## src/hw/ethSwitchPkg.sv

```systemverilog
// Shared definitions for the four-port Ethernet switch
// Port indices, MAC address fields, stream widths and the rx FSM states
package ethSwitchPkg;

  localparam int NumPorts = 4;

  // Port roles, fixed by board wiring
  localparam int IdxEth1 = 0;
  localparam int IdxEth2 = 1;
  localparam int IdxPs   = 2;  // Processor side
  localparam int IdxRt   = 3;  // Real-time side

  typedef logic [7:0]  byteT;
  typedef logic [47:0] macT;

  localparam macT BroadcastMac = 48'hffff_ffff_ffff;

  // On-board MAC is vendor prefix, interface code, then 4'd0 and board id
  localparam logic [23:0] CompanyId = 24'hfa610e;
  localparam logic [15:0] PsMacCode = 16'h0300;
  localparam logic [15:0] RtMacCode = 16'h1394;

  localparam byteT SfdByte = 8'hd5;  // Ends the preamble

  // Preamble + start byte + dest MAC, so dest MAC is known when byte 0 leaves
  localparam int HeaderDelay    = 14;
  localparam int InterPacketGap = 12;  // Idle cycles after each packet

  typedef enum logic [1:0] {
    Idle,
    Header,
    Data
  } rxStateT;

endpackage

```

## src/hw/txScheduler.sv

```systemverilog
// Transmit scheduler of one out-port
// Round-robin grant over the input queues, one packet at a time, with the
// ready input as back-pressure and an interpacket gap after every packet
module txScheduler (
  input  logic               RxClk,
  input  logic               rstN,
  input  logic               portReady,
  input  logic [3:0]         pktAvail,
  input  logic [3:0]         headLast,
  input  ethSwitchPkg::byteT headData [ethSwitchPkg::NumPorts],
  output logic [3:0]         popEn,
  output logic               txEn,
  output ethSwitchPkg::byteT txData
);
  logic [1:0] curIdx;   // Input being served, or last one served
  logic [1:0] cand;
  logic [1:0] nextIdx;
  logic       found;
  logic       granted;
  logic       sending;
  logic [3:0] gapCnt;

  // Queue may be flushed under a grant, so also qualify with pktAvail
  assign sending = granted && portReady && pktAvail[curIdx];
  assign txEn    = sending;
  assign txData  = headData[curIdx];

  always_comb begin
    popEn         = '0;
    popEn[curIdx] = sending;
  end

  // Nearest input after curIdx wins, curIdx itself comes last
  always_comb begin
    found   = 1'b0;
    nextIdx = curIdx;
    cand    = curIdx;
    for (int k = ethSwitchPkg::NumPorts; k >= 1; k--) begin
      cand = curIdx + 2'(k);
      if (pktAvail[cand]) begin
        found   = 1'b1;
        nextIdx = cand;
      end
    end
  end

  always_ff @(posedge RxClk or negedge rstN) begin
    if (!rstN) begin
      curIdx  <= 2'd3;  // First search starts at input 0
      granted <= 1'b0;
      gapCnt  <= '0;
    end else if (granted) begin
      if (!pktAvail[curIdx]) begin
        granted <= 1'b0;  // Flushed, nothing left to send
      end else if (portReady && headLast[curIdx]) begin
        granted <= 1'b0;
        gapCnt  <= 4'(ethSwitchPkg::InterPacketGap);
      end
    end else if (gapCnt != '0) begin
      gapCnt <= gapCnt - 4'd1;
    end else if (found) begin
      curIdx  <= nextIdx;
      granted <= 1'b1;
    end
  end

  assert property (@(posedge RxClk) disable iff (!rstN) $onehot0(popEn));

endmodule

```

## config.mk

```make
export PLATFORM = sky130hd
export DESIGN_NAME = txScheduler
export DESIGN_NICKNAME = d
export VERILOG_FILES = /design/src/hw/ethSwitchPkg.sv /design/src/hw/txScheduler.sv
export SDC_FILE = /design/constraint.sdc
export NUM_CORES = 1
export LEC_CHECK = 0
export ABC_CLOCK_PERIOD_IN_PS = 2550
export BUFFER_PORTS_ARGS = -buffer_cell sky130_fd_sc_hd__clkbuf_2
export CAP_MARGIN = 20
export CORE_MARGIN = 2
export CORE_UTILIZATION = 43
export CTS_BUF_LIST = sky130_fd_sc_hd__clkbuf_8
export DETAILED_ROUTE_END_ITERATION = 7
export PLACE_DENSITY = 0.83
export SYNTH_ARGS = -nofsm -noshare
export SYNTH_HDL_FRONTEND = slang
export SYNTH_SLANG_ARGS = --single-unit
```

## constraint.sdc

```tcl
create_clock -name RxClk -period 2.55 [get_ports RxClk]
set_input_delay 0.51 -clock RxClk [delete_from_list [all_inputs] [get_ports RxClk]]
set_output_delay 0.51 -clock RxClk [all_outputs]
set_load 0.005 [all_outputs]
```

# --- After elaboration in Yosys (flattened, before gate mapping) ---
# Cells that the tools add are included.
classes:
  mux: 31
  eq_ne: 2
  n_reduce_logical: 9
  add_sub_neg: 4
  n_bitwise: 4
  order_cmp: 6
ops:
  columns: ["cell", "n"]
  rows:
  - ["binary-select mux 8 bit (select 2 bit)", 1]
  - ["two-way mux 4 bit", 4]
  - ["two-way mux 8 bit", 2]
  - ["two-way mux 1 bit", 15]
  - ["< comparator 2 x 3 -> 1 bit (second input constant)", 4]
  - ["binary-select mux 1 bit (select 2 bit)", 5]
  - ["two-way mux 2 bit", 3]
  - ["adder 2 bit (second input constant)", 2]
  - ["bitwise AND 4 bit", 1]
  - ["logical AND 1 bit", 4]
  - ["inequality test 2 x 1 -> 1 bit (second input constant)", 2]
  - ["AND reduction 4 bit", 1]
  - ["nonzero test 4 bit", 1]
  - ["subtractor 4 x 1 -> 4 bit (second input constant)", 1]
  - [">= comparator 3 bit (second input constant)", 1]
  - ["inverter 2 -> 3 bit", 1]
  - ["AND reduction 3 bit", 1]
  - ["nonzero test 3 bit", 1]
  - ["adder 2 x 1 -> 2 bit (second input constant)", 1]
  - ["demux 1 bit (select 2 bit)", 1]
  - [">= comparator 2 x 1 -> 1 bit (second input constant)", 1]
  - ["inverter 1 bit", 2]
  - ["nonzero test 2 bit", 1]
totals:
  reg_bits: 7
  output_inout_bits: 13
  input_bits: 43

# --- Depth between registers and ports, before layout ---
# Gate-level depths: netlist (run 1).
logic_depth:
  depth_word: 9
  mapped_depth: 8
  depth_no_buf: 6

# --- Worst setup path before layout (run 1) ---
# Ideal clock, no wire load.
synth_timing:
  kind: "reg2out"
  from: "register curIdx[0]"
  to: "output popEn[0]"
  path_stages_with_launch: 5
  slack_ps: 503
  arrival_ps: 1537
  required_time_ps: 2040
  n_path_buf: 1
  path_cell_list: "dfstp_2 > buf_6 > mux4_2 > and3_4 > and2_1"
synth_via:
  word_cells_on_any_way: 9
synth_lines:
  columns: ["item", "line_no", "text"]
  rows:
  - ["start: declaration", "txScheduler.sv:15", "logic [1:0] curIdx;"]
  - ["start signal: assignment", "txScheduler.sv:62", "curIdx <= nextIdx;"]
  - ["binary-select mux 1 bit (select 2 bit)", "txScheduler.sv:24", "assign sending = granted && portReady && pktAvail[curIdx];"]
  - ["two-way mux 1 bit (not written as such)", "txScheduler.sv:24", null]
  - ["logical AND 1 bit", "txScheduler.sv:24", null]
  - ["named net txEn", "txScheduler.sv:12", "output logic txEn,"]
  - ["bitwise AND 4 bit (no source line)", null, null]
  - ["end: declaration", "txScheduler.sv:11", "output logic [3:0] popEn,"]
# The timed path passes the listed nets, and every way through them passes these cells. The select of a mux whose other input is x is not followed.

# --- Worst setup path in the final report (run 1) ---
layout_timing:
  from: "register curIdx[0]"
  to: "output popEn[1]"
layout_via:
  elab_chain_len: 5
  word_cells_on_any_way: 9
layout_lines:
  columns: ["item", "line_no", "text"]
  rows:
  - ["< comparator 2 x 3 -> 1 bit (not written as such) or >= comparator 2 x 1 -> 1 bit (tied branches)", "txScheduler.sv:30", "popEn[curIdx] = sending;"]
  - ["logical AND 1 bit (not written as such)", "txScheduler.sv:30", null]
  - ["two-way mux 1 bit (not written as such)", "txScheduler.sv:30", null]
  - ["demux 1 bit (select 2 bit)", "txScheduler.sv:30", null]
  - ["bitwise AND 4 bit (no source line) *", null, null]
# Mark *: on every way between the ends. The rest lies on a longest branch, timed or not. The select of a mux whose other input is x is not followed.

==> results.json, run 1 <==
{
  "synthesis.yosys.warnings": 0,
  "kind_of_capture_point_of_the_worst_setup_path": "output pin",
  "synthArstFlopShare_pct": 100,
  "placer_congestion": 0.858,
  "initial_core_util_pct": 44.9,
  "post_synth_main_area_contributors": "sky130_fd_sc_hd__mux4_2, sky130_fd_sc_hd__dfrtp_1, sky130_fd_sc_hd__ha_1",
  "final_min_period_over_clock_period_pct": 90.1,
  "die_area_um2": 2380,
  "finalCriticalPeriod_ns": 2.30,
  "fmax_mhz": 435,
  "synth.net_count": 129,
  "grt_max_degree": 19,
  "cts_tree": "done",
  "power.clock.fraction_pct": 12.5,
  "seq_power_share_pct": 20.6,
  "worst_slew_pin_slew_ns": 0.400,
  "cts-root-buf": "sky130_fd_sc_hd__clkbuf_8",
  "clkLatencyLatePin_ns": 0.23,
  "vias_per_cell": 5.37,
  "layout-area-overhead-vs-synth_pct": 39.6,
  "cts_sinks": 7,
  "timing_worst_setup_path_type": "flop to output pin",
  "power_mw": 1.24,
  "p_sw_uw": 513,
  "setup-violations-final": 0,
  "yosys.area_share.xor_xnor_pct": 0,
  "grt_pass1_vias": 920,
  "core_area_um2": 1920,
  "antenna_found_initial": 0,
  "synth_commonest_cells": "sky130_fd_sc_hd__mux4_2, sky130_fd_sc_hd__inv_1, sky130_fd_sc_hd__ha_1",
  "synth_area_per_cell_um2": 10.8,
  "grt_setup_unrepaired": "false",
  "comb_power_share_pct": 66.9,
  "cts-root-to-sink-buffers": 2,
  "internal-power_uw": 722,
  "dp_hpwl_um": 1930,
  "avgRoutedWirePerCell_um": 13.8,
  "fin_area_um2": 1200,
  "pre_cts_ws_ns": 0.395,
  "setup.reg_to_reg.worst_slack_ns": 0.54,
  "routed_wire_length_um": 2270,
  "placed_area_um2": 1160,
  "ioPinCount": 56,
  "drv.max_cap_violation_count": 0,
  "critical_path_cell_sequence": "mux4_2, and3_4, and2_1, clkbuf_2",
  "synth_largest_area_cell": "sky130_fd_sc_hd__mux4_2",
  "status": "complete, no violations",
  "final_layout_size_suffix_gt1_share_pct": 57.7,
  "power.share.switching_pct": 41.6,
  "cts-buffers-inserted": 3,
  "fin_tns_setup_ns": 0,
  "port_buffers": 55,
  "drt_pass1_iterations": 4,
  "timing.final.ws_setup_ns": 0.252,
  "insertedDiodeCount": 0,
  "timing.critical_path.slowest_cell_delay_ns": 0.55,
  "hold_viol": 0,
  "synth-seq-area-share_pct": 20.6,
  "synth.area.mux_share_pct": 34.7,
  "vdd_drop_max_v": 0.000629,
  "clk_transition_reported_paths_ns": 0.04,
  "std_cell_rows": 16,
  "worst_clock_skew_ns": 0.00103,
  "total_leakage_power_nw": 0.596,
  "final_net_count": 187,
  "synthesis.instances": 80,
  "route.antenna.remaining_nets": 0,
  "crit_required_ns": 2.04,
  "synth.cell_area_um2": 862,
  "cellPowerDensity_nw_per_um2": 1030,
  "first_iter_violations": 10,
  "globalRoute.totalOverflow": 0,
  "grt_first_pass_wirelength_um": 3840,
  "max-slew-margin-rel_pct": 73.2,
  "cts-resized-gates": 0,
  "synth.distinct_cells": 33,
  "finalMaxSlewViolations": 0,
  "route.vias.total": 881,
  "post_synthesis_compound_gate_area_fraction_pct": 13.4,
  "worst-path-max-fanout": 5,
  "synth.top_cell.area_share_pct": 26.1,
  "die_span_in_x_um": 48.8,
  "synth_ff_type": "sky130_fd_sc_hd__dfrtp_1",
  "timing.hold.ws_ns": 0.114,
  "post_cts_hold_buffer_count": 0,
  "crit_arrival_ns": 1.79,
  "synth_enable_flop_cells": 0,
  "min-delay-path-class": "input pin to asynchronous set/reset pin",
  "ys_ff_latch": 7,
  "critical_path.startpoint_type": "flop",
  "clock_tree.htree_level_count": 1,
  "crit_slowest_cell": "sky130_fd_sc_hd__mux4_2",
  "cts_setup_buffers": 0,
  "post-synth-top-count-cell": "sky130_fd_sc_hd__mux4_2",
  "die_h_um": 48.8,
  "synthSimpleGateAreaFrac_pct": 16.0,
  "synth_fa_ha_area_share_pct": 8.71,
  "drc": 0,
  "synth_top_family_by_area": "multiplexers",
  "grt_util_all_layers_pct": 20.6
}
## power by group through the flow
stage | Combinational, mW | Sequential (mW) | Clock, mW
CTS | 0.830 | 0.255 | 0.157
floorplan | 0.625 | 0.243 | 0
global route | 0.903 | 0.264 | 0.169
detailed placement | 0.829 | 0.255 | 0
global placement | 0.790 | 0.253 | 0
finish | 0.827 | 0.255 | 0.154
## final timing paths
check | depth (start not counted) | from | end
setup / recovery | 4 | curIdx[0] | popEn[1]
hold / removal | 1 | rstN | gapCnt[0]
setup reg to reg | 7 | curIdx[0] | curIdx[0]
hold reg to reg | 2 | gapCnt[0] | gapCnt[0]
max in group asynchronous | 1 | rstN | curIdx[0]
min in group RxClk | 2 | gapCnt[0] | gapCnt[0]
## final cells by class
type | count | area [um^2]
clock inverters | 1 | 3.75
clock buffers | 3 | 41.3
flip-flops and latches | 7 | 178
repair buffers | 57 | 290
multi-input cells | 61 | 627
inverters | 8 | 30.0
fillers | 173 | 718
well taps | 27 | 33.8
## per-layer routing
layer	vias to the layer above	track usage, %	wire length, um
li1	429	-	-
met1	405	23.7	864
met2	43	36.1	1220
met3	4	5.21	159
met4	0	9.05	27
met5	-	0	0
## cell usage in the layout, fill, tap and decap left out, drive strengths merged, types with 3 or more instances in the layout
| cell type | count |
|---|---|
| a21oi | 4 |
| and2 | 4 |
| clkbuf | 58 |
| dfrtp | 5 |
| ha | 6 |
| inv | 9 |
| mux2 | 3 |
| mux2i | 4 |
| mux4 | 10 |
| nor2 | 3 |
| nor3 | 4 |
| o21ai | 6 |
## worst max-delay path, delay by kind of cell, from the launching register on
kind                   cells  cell delay [ns]
flip-flops                 1             0.54
AND/OR/NAND/NOR            2             0.37
multiplexers               1             0.55
buffers and inverters      1             0.11
## registers in the layout, indices dropped and copies added (netlist names)
register and count:
granted 1, gapCnt 4, curIdx 2
## logic make-up after synthesis
group	count (synthesis)
buf+inv	12
simple gates	20
mux	17
flops	7
compound gates	18
fa+ha+maj	6
## metrics by stage
step,utilization (%),cells
after CTS,62.6,164
after global placement,60.3,160
final,62.6,164
after global routing,62.6,164
after floorplan,-,80
after detailed placement,60.3,160
No activity file was read; power rests on OpenSTA's default activity.
==> inputs of run 2 (changes only) <==
--- a/config.mk
+++ b/config.mk
@@ -5,14 +5,14 @@
 export SDC_FILE = /design/constraint.sdc
 export NUM_CORES = 1
 export LEC_CHECK = 0
-export ABC_CLOCK_PERIOD_IN_PS = 2550
+export ABC_CLOCK_PERIOD_IN_PS = 2000
 export BUFFER_PORTS_ARGS = -buffer_cell sky130_fd_sc_hd__clkbuf_2
 export CAP_MARGIN = 20
 export CORE_MARGIN = 2
-export CORE_UTILIZATION = 43
+export CORE_UTILIZATION = 39
 export CTS_BUF_LIST = sky130_fd_sc_hd__clkbuf_8
 export DETAILED_ROUTE_END_ITERATION = 7
-export PLACE_DENSITY = 0.83
+export PLACE_DENSITY = 0.8
 export SYNTH_ARGS = -nofsm -noshare
 export SYNTH_HDL_FRONTEND = slang
 export SYNTH_SLANG_ARGS = --single-unit
==> constraint.sdc (replaced) <==
create_clock -name RxClk -period 2 [get_ports RxClk]
set_input_delay 0.4 -clock RxClk [delete_from_list [all_inputs] [get_ports RxClk]]
set_output_delay 0.4 -clock RxClk [all_outputs]
set_load 0.005 [all_outputs]
==> run 2 against run 1 <==
  * The flow now finishes with violations (negative setup slack)
  * Hold slack lost 0.10 ns
  * Sequential cell count is the same
  * Critical path depth is the same
  * Utilization shrank 3.9 points
  * Clock-buffer cell count is the same
  * Die area grew 9.4%
  * Worst setup slack lost 0.35 ns
  * Clock skew is essentially flat
  * Combinational power grew 31%
  * Global-route usage shrank 1.7 points
  * Clock power grew 25%
  * Cell count grew 4.3%
  * Critical path type unchanged
  * Largest power group unchanged
==> results.json, run 2 (same netlist as run 1, synthesis figures left out) <==
{
  "regToRegEndpoint": "curIdx[0]",
  "route.vias.total": 911,
  "vias_per_cell": 5.33,
  "drc": 0,
  "clk_transition_reported_paths_ns": 0.04,
  "clkLatencyLatePin_ns": 0.22,
  "clock_tree.htree_level_count": 1,
  "layout-area-overhead-vs-synth_pct": 46.3,
  "grt_util_all_layers_pct": 18.9,
  "grt_pass1_vias": 933,
  "antenna_found_initial": 0,
  "crit_slowest_cell": "sky130_fd_sc_hd__dfstp_2",
  "timing_worst_setup_path_type": "flop to output pin",
  "dp_hpwl_um": 2000,
  "avgRoutedWirePerCell_um": 13.2,
  "vdd_drop_max_v": 0.000635,
  "grt_first_pass_wirelength_um": 3750,
  "grt_setup_unrepaired": "true",
  "die_span_in_x_um": 51.0,
  "worst_path_dominant_cell_family": "flip-flops",
  "critical_path.startpoint_type": "flop",
  "fill_cells": 191,
  "drt_pass1_iterations": 4,
  "timing.critical_path.slowest_cell_delay_ns": 0.54,
  "max-slew-margin-rel_pct": 72.3,
  "crit_required_ns": 1.60,
  "fin_area_um2": 1260,
  "cts_tree": "done",
  "initial_core_util_pct": 40.1,
  "ioPinCount": 56,
  "top_regs": "gapCnt (4), curIdx (2), granted (1)",
  "finalCriticalPeriod_ns": 2.10,
  "min-delay-path-class": "input pin to asynchronous set/reset pin",
  "post_cts_hold_buffer_count": 0,
  "cts-root-to-sink-buffers": 2,
  "mostFrequentLayoutCell": "sky130_fd_sc_hd__clkbuf_2",
  "timing.hold.ws_ns": 0.0141,
  "final_net_count": 193,
  "crit_arrival_ns": 1.70,
  "crit_path_depth": 4,
  "critPathBufInv": 1,
  "core_area_um2": 2150,
  "final_min_period_over_clock_period_pct": 105,
  "most_used_cells_in_the_layout_excluding_fill_and_tap_cells": "sky130_fd_sc_hd__clkbuf_2, sky130_fd_sc_hd__mux4_2, sky130_fd_sc_hd__inv_1",
  "timing.final.ws_setup_ns": -0.0983,
  "multi_input_area_um2": 634,
  "route.antenna.remaining_nets": 0,
  "final_layout_size_suffix_gt1_share_pct": 61.5,
  "drv.max_cap_violation_count": 0,
  "total_leakage_power_nw": 0.630,
  "status": "finished, violations left",
  "placer_congestion": 0.910,
  "first_iter_violations": 9,
  "insertedDiodeCount": 0,
  "setup.reg_to_reg.worst_slack_ns": 0.15,
  "fin_tns_setup_ns": -0.556,
  "largest_register_ffs": 4,
  "violations": "negative setup slack",
  "routed_wire_length_um": 2270,
  "hold_viol": 0,
  "critical_path_cell_sequence": "mux4_2, and3_4, and2_4, clkbuf_2",
  "registers.top_by_ff_count": "gapCnt",
  "finalMaxSlewViolations": 0,
  "cellPowerDensity_nw_per_um2": 1270,
  "kind_of_capture_point_of_the_worst_setup_path": "output pin",
  "cts_sinks": 7,
  "worst_slew_pin_slew_ns": 0.414,
  "cts-buffers-inserted": 3,
  "fmax_mhz": 477,
  "worst-r2r-cell-count": 7,
  "globalRoute.totalOverflow": 0,
  "layout.area.seq_um2": 178,
  "worst-path-max-fanout": 5,
  "die_area_um2": 2600,
  "die_h_um": 51.0,
  "port_buffers": 55,
  "std_cell_rows": 17,
  "worst_clock_skew_ns": 0.000835,
  "grt_max_degree": 18,
  "setup-violations-final": 12,
  "worst_r2r_startpoint": "curIdx[0]",
  "cts-root-buf": "sky130_fd_sc_hd__clkbuf_8",
  "placed_area_um2": 1200
}
[run 2: cell types whose count changed in the layout (fill, tap and decap cells not counted)]
cell,before,now
sky130_fd_sc_hd__buf_4,2,7
sky130_fd_sc_hd__and2_1,3,0
sky130_fd_sc_hd__and2_4,1,4
sky130_fd_sc_hd__buf_6,0,1
[run 2: where the power goes]
part | internal, mW | switching (mW)
sequential | 0.236 | 0.0913
clock | 0.133 | 0.0605
combinational | 0.591 | 0.492
total | 0.959 | 0.643
[run 2: worst max path at each step]
stage | from | end | slack [ns]
floorplan | curIdx[0] | popEn[0] | 0.06
global placement | curIdx[0] | popEn[2] | 0.09
detailed placement | curIdx[0] | popEn[2] | 0.07
CTS | curIdx[0] | popEn[2] | -0.11
global route | curIdx[0] | popEn[3] | -0.15
finish | curIdx[0] | popEn[3] | -0.1
[run 2: repair_timing]
action | in CTS | in global routing
pin swaps | 5 | 0
setup buffers | 1 | 0
resized for setup | 3 | 1
endpoints found under the setup margin | 13 | 14
[run 2: metal layers]
layer  GRT usage (%)  up-vias  part of all wire, %
li1                -      438                    -
met1            18.3      422                   36
met2            37.9       47                   53
met3            4.09        4                  9.2
met4            7.21        0                  1.7
met5               0        -                    0
[run 2: final cells by class]
| type | instances | area share, % |
|---|---|---|
| clock inverters | 1 | 0.298 |
| repair buffers | 63 | 26.9 |
| multi-input cells | 61 | 50.3 |
| flip-flops and latches | 7 | 14.1 |
| clock buffers | 3 | 3.27 |
| inverters | 8 | 2.38 |
| well taps | 28 | 2.78 |
[run 2: metrics by stage]
| step | power [mW] | cells | worst slack, ns | utilization [%] |
|---|---|---|---|---|
| floorplan | 1.11 | 80 | 0.0626 | - |
| global placement | 1.35 | 166 | 0.0884 | 55.7 |
| detailed placement | 1.39 | 166 | 0.0694 | 55.7 |
| CTS | 1.62 | 171 | -0.107 | 58.6 |
| global route | 1.75 | 171 | -0.152 | 58.7 |
| finish | 1.60 | 171 | -0.0983 | 58.7 |
==> inputs of run 3 (changes only) <==
--- a/config.mk
+++ b/config.mk
@@ -6,7 +6,7 @@
 export NUM_CORES = 1
 export LEC_CHECK = 0
 export ABC_CLOCK_PERIOD_IN_PS = 2000
-export BUFFER_PORTS_ARGS = -buffer_cell sky130_fd_sc_hd__clkbuf_2
+export BUFFER_PORTS_ARGS = -buffer_cell sky130_fd_sc_hd__buf_2
 export CAP_MARGIN = 20
 export CORE_MARGIN = 2
 export CORE_UTILIZATION = 39
==> run 3 against run 2 <==
  * Worst setup slack lost 0.012 ns
  * Global-route usage fell by 0.066 points
  * Via count is 3.3% higher
  * Register-to-register slack got worse by 0.14 ns
  * Combinational power barely moved
  * Die area did not move
  * Final area up 0.60%
  * Clock-buffer cell count is the same
  * Sequential cell count unchanged
  * The flow still finishes with violations (negative setup slack)
  * Critical endpoint is now popEn[2]
  * First-iteration DRC count is 22% lower
==> results.json, run 3 (same netlist as run 1, synthesis figures left out) <==
{
  "status": "finished, violations left",
  "violations": "negative setup slack",
  "worst_r2r_startpoint": "curIdx[0]",
  "dp_hpwl_um": 1940,
  "insertedDiodeCount": 0,
  "cell_count_after_placement": 163,
  "timing.final.ws_setup_ns": -0.110,
  "std_cell_rows": 17,
  "grt_max_degree": 18,
  "max-slew-margin-rel_pct": 71.4,
  "grt_pass1_vias": 934,
  "die_h_um": 51.0,
  "route.vias.total": 941,
  "clkLatencyLatePin_ns": 0.23,
  "antenna_found_initial": 0,
  "route.antenna.remaining_nets": 0,
  "largest_register_ffs": 4,
  "fmax_mhz": 474,
  "cts_tree": "done",
  "stdcell_count": 169,
  "cts-root-buf": "sky130_fd_sc_hd__clkbuf_8",
  "die_area_um2": 2600,
  "initial_core_util_pct": 40.1,
  "cts-root-to-sink-buffers": 2,
  "grt_util_all_layers_pct": 18.8,
  "cellPowerDensity_nw_per_um2": 1270,
  "timing.critical_path.slowest_cell_delay_ns": 0.54,
  "drc": 0,
  "vdd_drop_max_v": 0.000613,
  "critical_path.startpoint_type": "flop",
  "final_net_count": 191,
  "first_iter_violations": 7,
  "cts-buffers-inserted": 3,
  "min-delay-path-class": "input pin to asynchronous set/reset pin",
  "grt_setup_unrepaired": "true",
  "worst-path-max-fanout": 5,
  "ioPinCount": 56,
  "crit_slowest_cell": "sky130_fd_sc_hd__dfstp_2",
  "worst_path_dominant_cell_family": "flip-flops",
  "setup-violations-final": 13,
  "total_leakage_power_nw": 0.615,
  "top_regs": "gapCnt (4), curIdx (2), granted (1)",
  "worst_slew_pin_slew_ns": 0.428,
  "hold_viol": 0,
  "mostFrequentLayoutCell": "sky130_fd_sc_hd__buf_2",
  "final_layout_size_suffix_gt1_share_pct": 60.3,
  "critPathBufInv": 1,
  "vias_per_cell": 5.57,
  "worst-r2r-cell-count": 7,
  "die_span_in_x_um": 51.0,
  "setup.reg_to_reg.worst_slack_ns": 0.01,
  "regToRegEndpoint": "curIdx[0]",
  "routed_wire_length_um": 2320,
  "drt_pass1_iterations": 4,
  "critical_path_cell_sequence": "mux4_2, and3_4, and2_1, buf_2",
  "port_buffers": 55,
  "avgRoutedWirePerCell_um": 13.7,
  "timing_worst_setup_path_type": "flop to output pin",
  "clock_tree.htree_level_count": 1,
  "kind_of_capture_point_of_the_worst_setup_path": "output pin",
  "post_cts_hold_buffer_count": 0,
  "layout-area-overhead-vs-synth_pct": 47.2,
  "globalRoute.totalOverflow": 0,
  "power_mw": 1.61,
  "fin_tns_setup_ns": -0.849,
  "registers.top_by_ff_count": "gapCnt",
  "cts_sinks": 7,
  "crit_required_ns": 1.60,
  "placer_congestion": 0.884,
  "worst_clock_skew_ns": 0.000894,
  "most_used_cells_in_the_layout_excluding_fill_and_tap_cells": "sky130_fd_sc_hd__buf_2, sky130_fd_sc_hd__mux4_2, sky130_fd_sc_hd__inv_1",
  "final_min_period_over_clock_period_pct": 105,
  "clk_transition_reported_paths_ns": 0.04,
  "crit_arrival_ns": 1.71,
  "grt_first_pass_wirelength_um": 3650,
  "drv.max_cap_violation_count": 0,
  "finalMaxSlewViolations": 0,
  "core_area_um2": 2150,
  "finalCriticalPeriod_ns": 2.11
}
## run 3: cell count changes in the layout (fill, tap and decap cells not counted), sizes merged
cell and change:
buf +53, clkbuf -55
## run 3: power by group
| group | leakage (nW) | switching (mW) | internal, mW | total, mW |
|---|---|---|---|---|
| Sequential | 0.0815 | 0.0989 | 0.236 | 0.335 |
| Combinational | 0.507 | 0.489 | 0.586 | 1.07 |
| Clock | 0.0269 | 0.0644 | 0.133 | 0.197 |
## run 3: how the worst max path moves through the flow
stage	start	end	slack [ns]	cells after the start
after floorplan	curIdx[0]	popEn[0]	0.06	4
after global placement	curIdx[0]	popEn[3]	0.07	4
after global routing	curIdx[0]	popEn[2]	-0.15	4
final	curIdx[0]	popEn[2]	-0.11	4
after CTS	curIdx[0]	popEn[0]	-0.12	4
after detailed placement	curIdx[0]	curIdx[0]	-0.05	7
## run 3: metal layers
layer | GRT usage [%] | up-vias | part of all wire, %
met4 | 9.91 | 0 | 2.9
met2 | 36.6 | 52 | 54
met1 | 18.5 | 445 | 34
met5 | 0 | - | 0
met3 | 3.51 | 9 | 9.1
li1 | - | 435 | -
## run 3: layout make-up
| class | instances | area, um^2 |
|---|---|---|
| Inverter | 8 | 30.0 |
| Multi-Input combinational cell | 61 | 632 |
| Timing Repair Buffer | 61 | 349 |
| Clock buffer | 3 | 41.3 |
| Tap cell | 28 | 35.0 |
| Fill cell | 194 | 880 |
| Sequential cell | 7 | 178 |
| Clock inverter | 1 | 3.75 |
## run 3: timing repair
item / CTS / global route
resized for setup: 5 / 2
pin swaps: 5 / 0
setup endpoints to repair: 14 / 14
setup buffers: 2 / 0
## run 3: through the flow
stage	cell area (um^2)	hold WS (ns)	util [%]	worst slack, ns
global route	1270	0.0151	59.1	-0.153
CTS	1260	0.00646	58.6	-0.117
global placement	1170	0.240	54.7	0.0731
finish	1270	0.000974	59.1	-0.110
floorplan	863	0.104	-	0.0626
detailed placement	1170	0.249	54.7	-0.0514
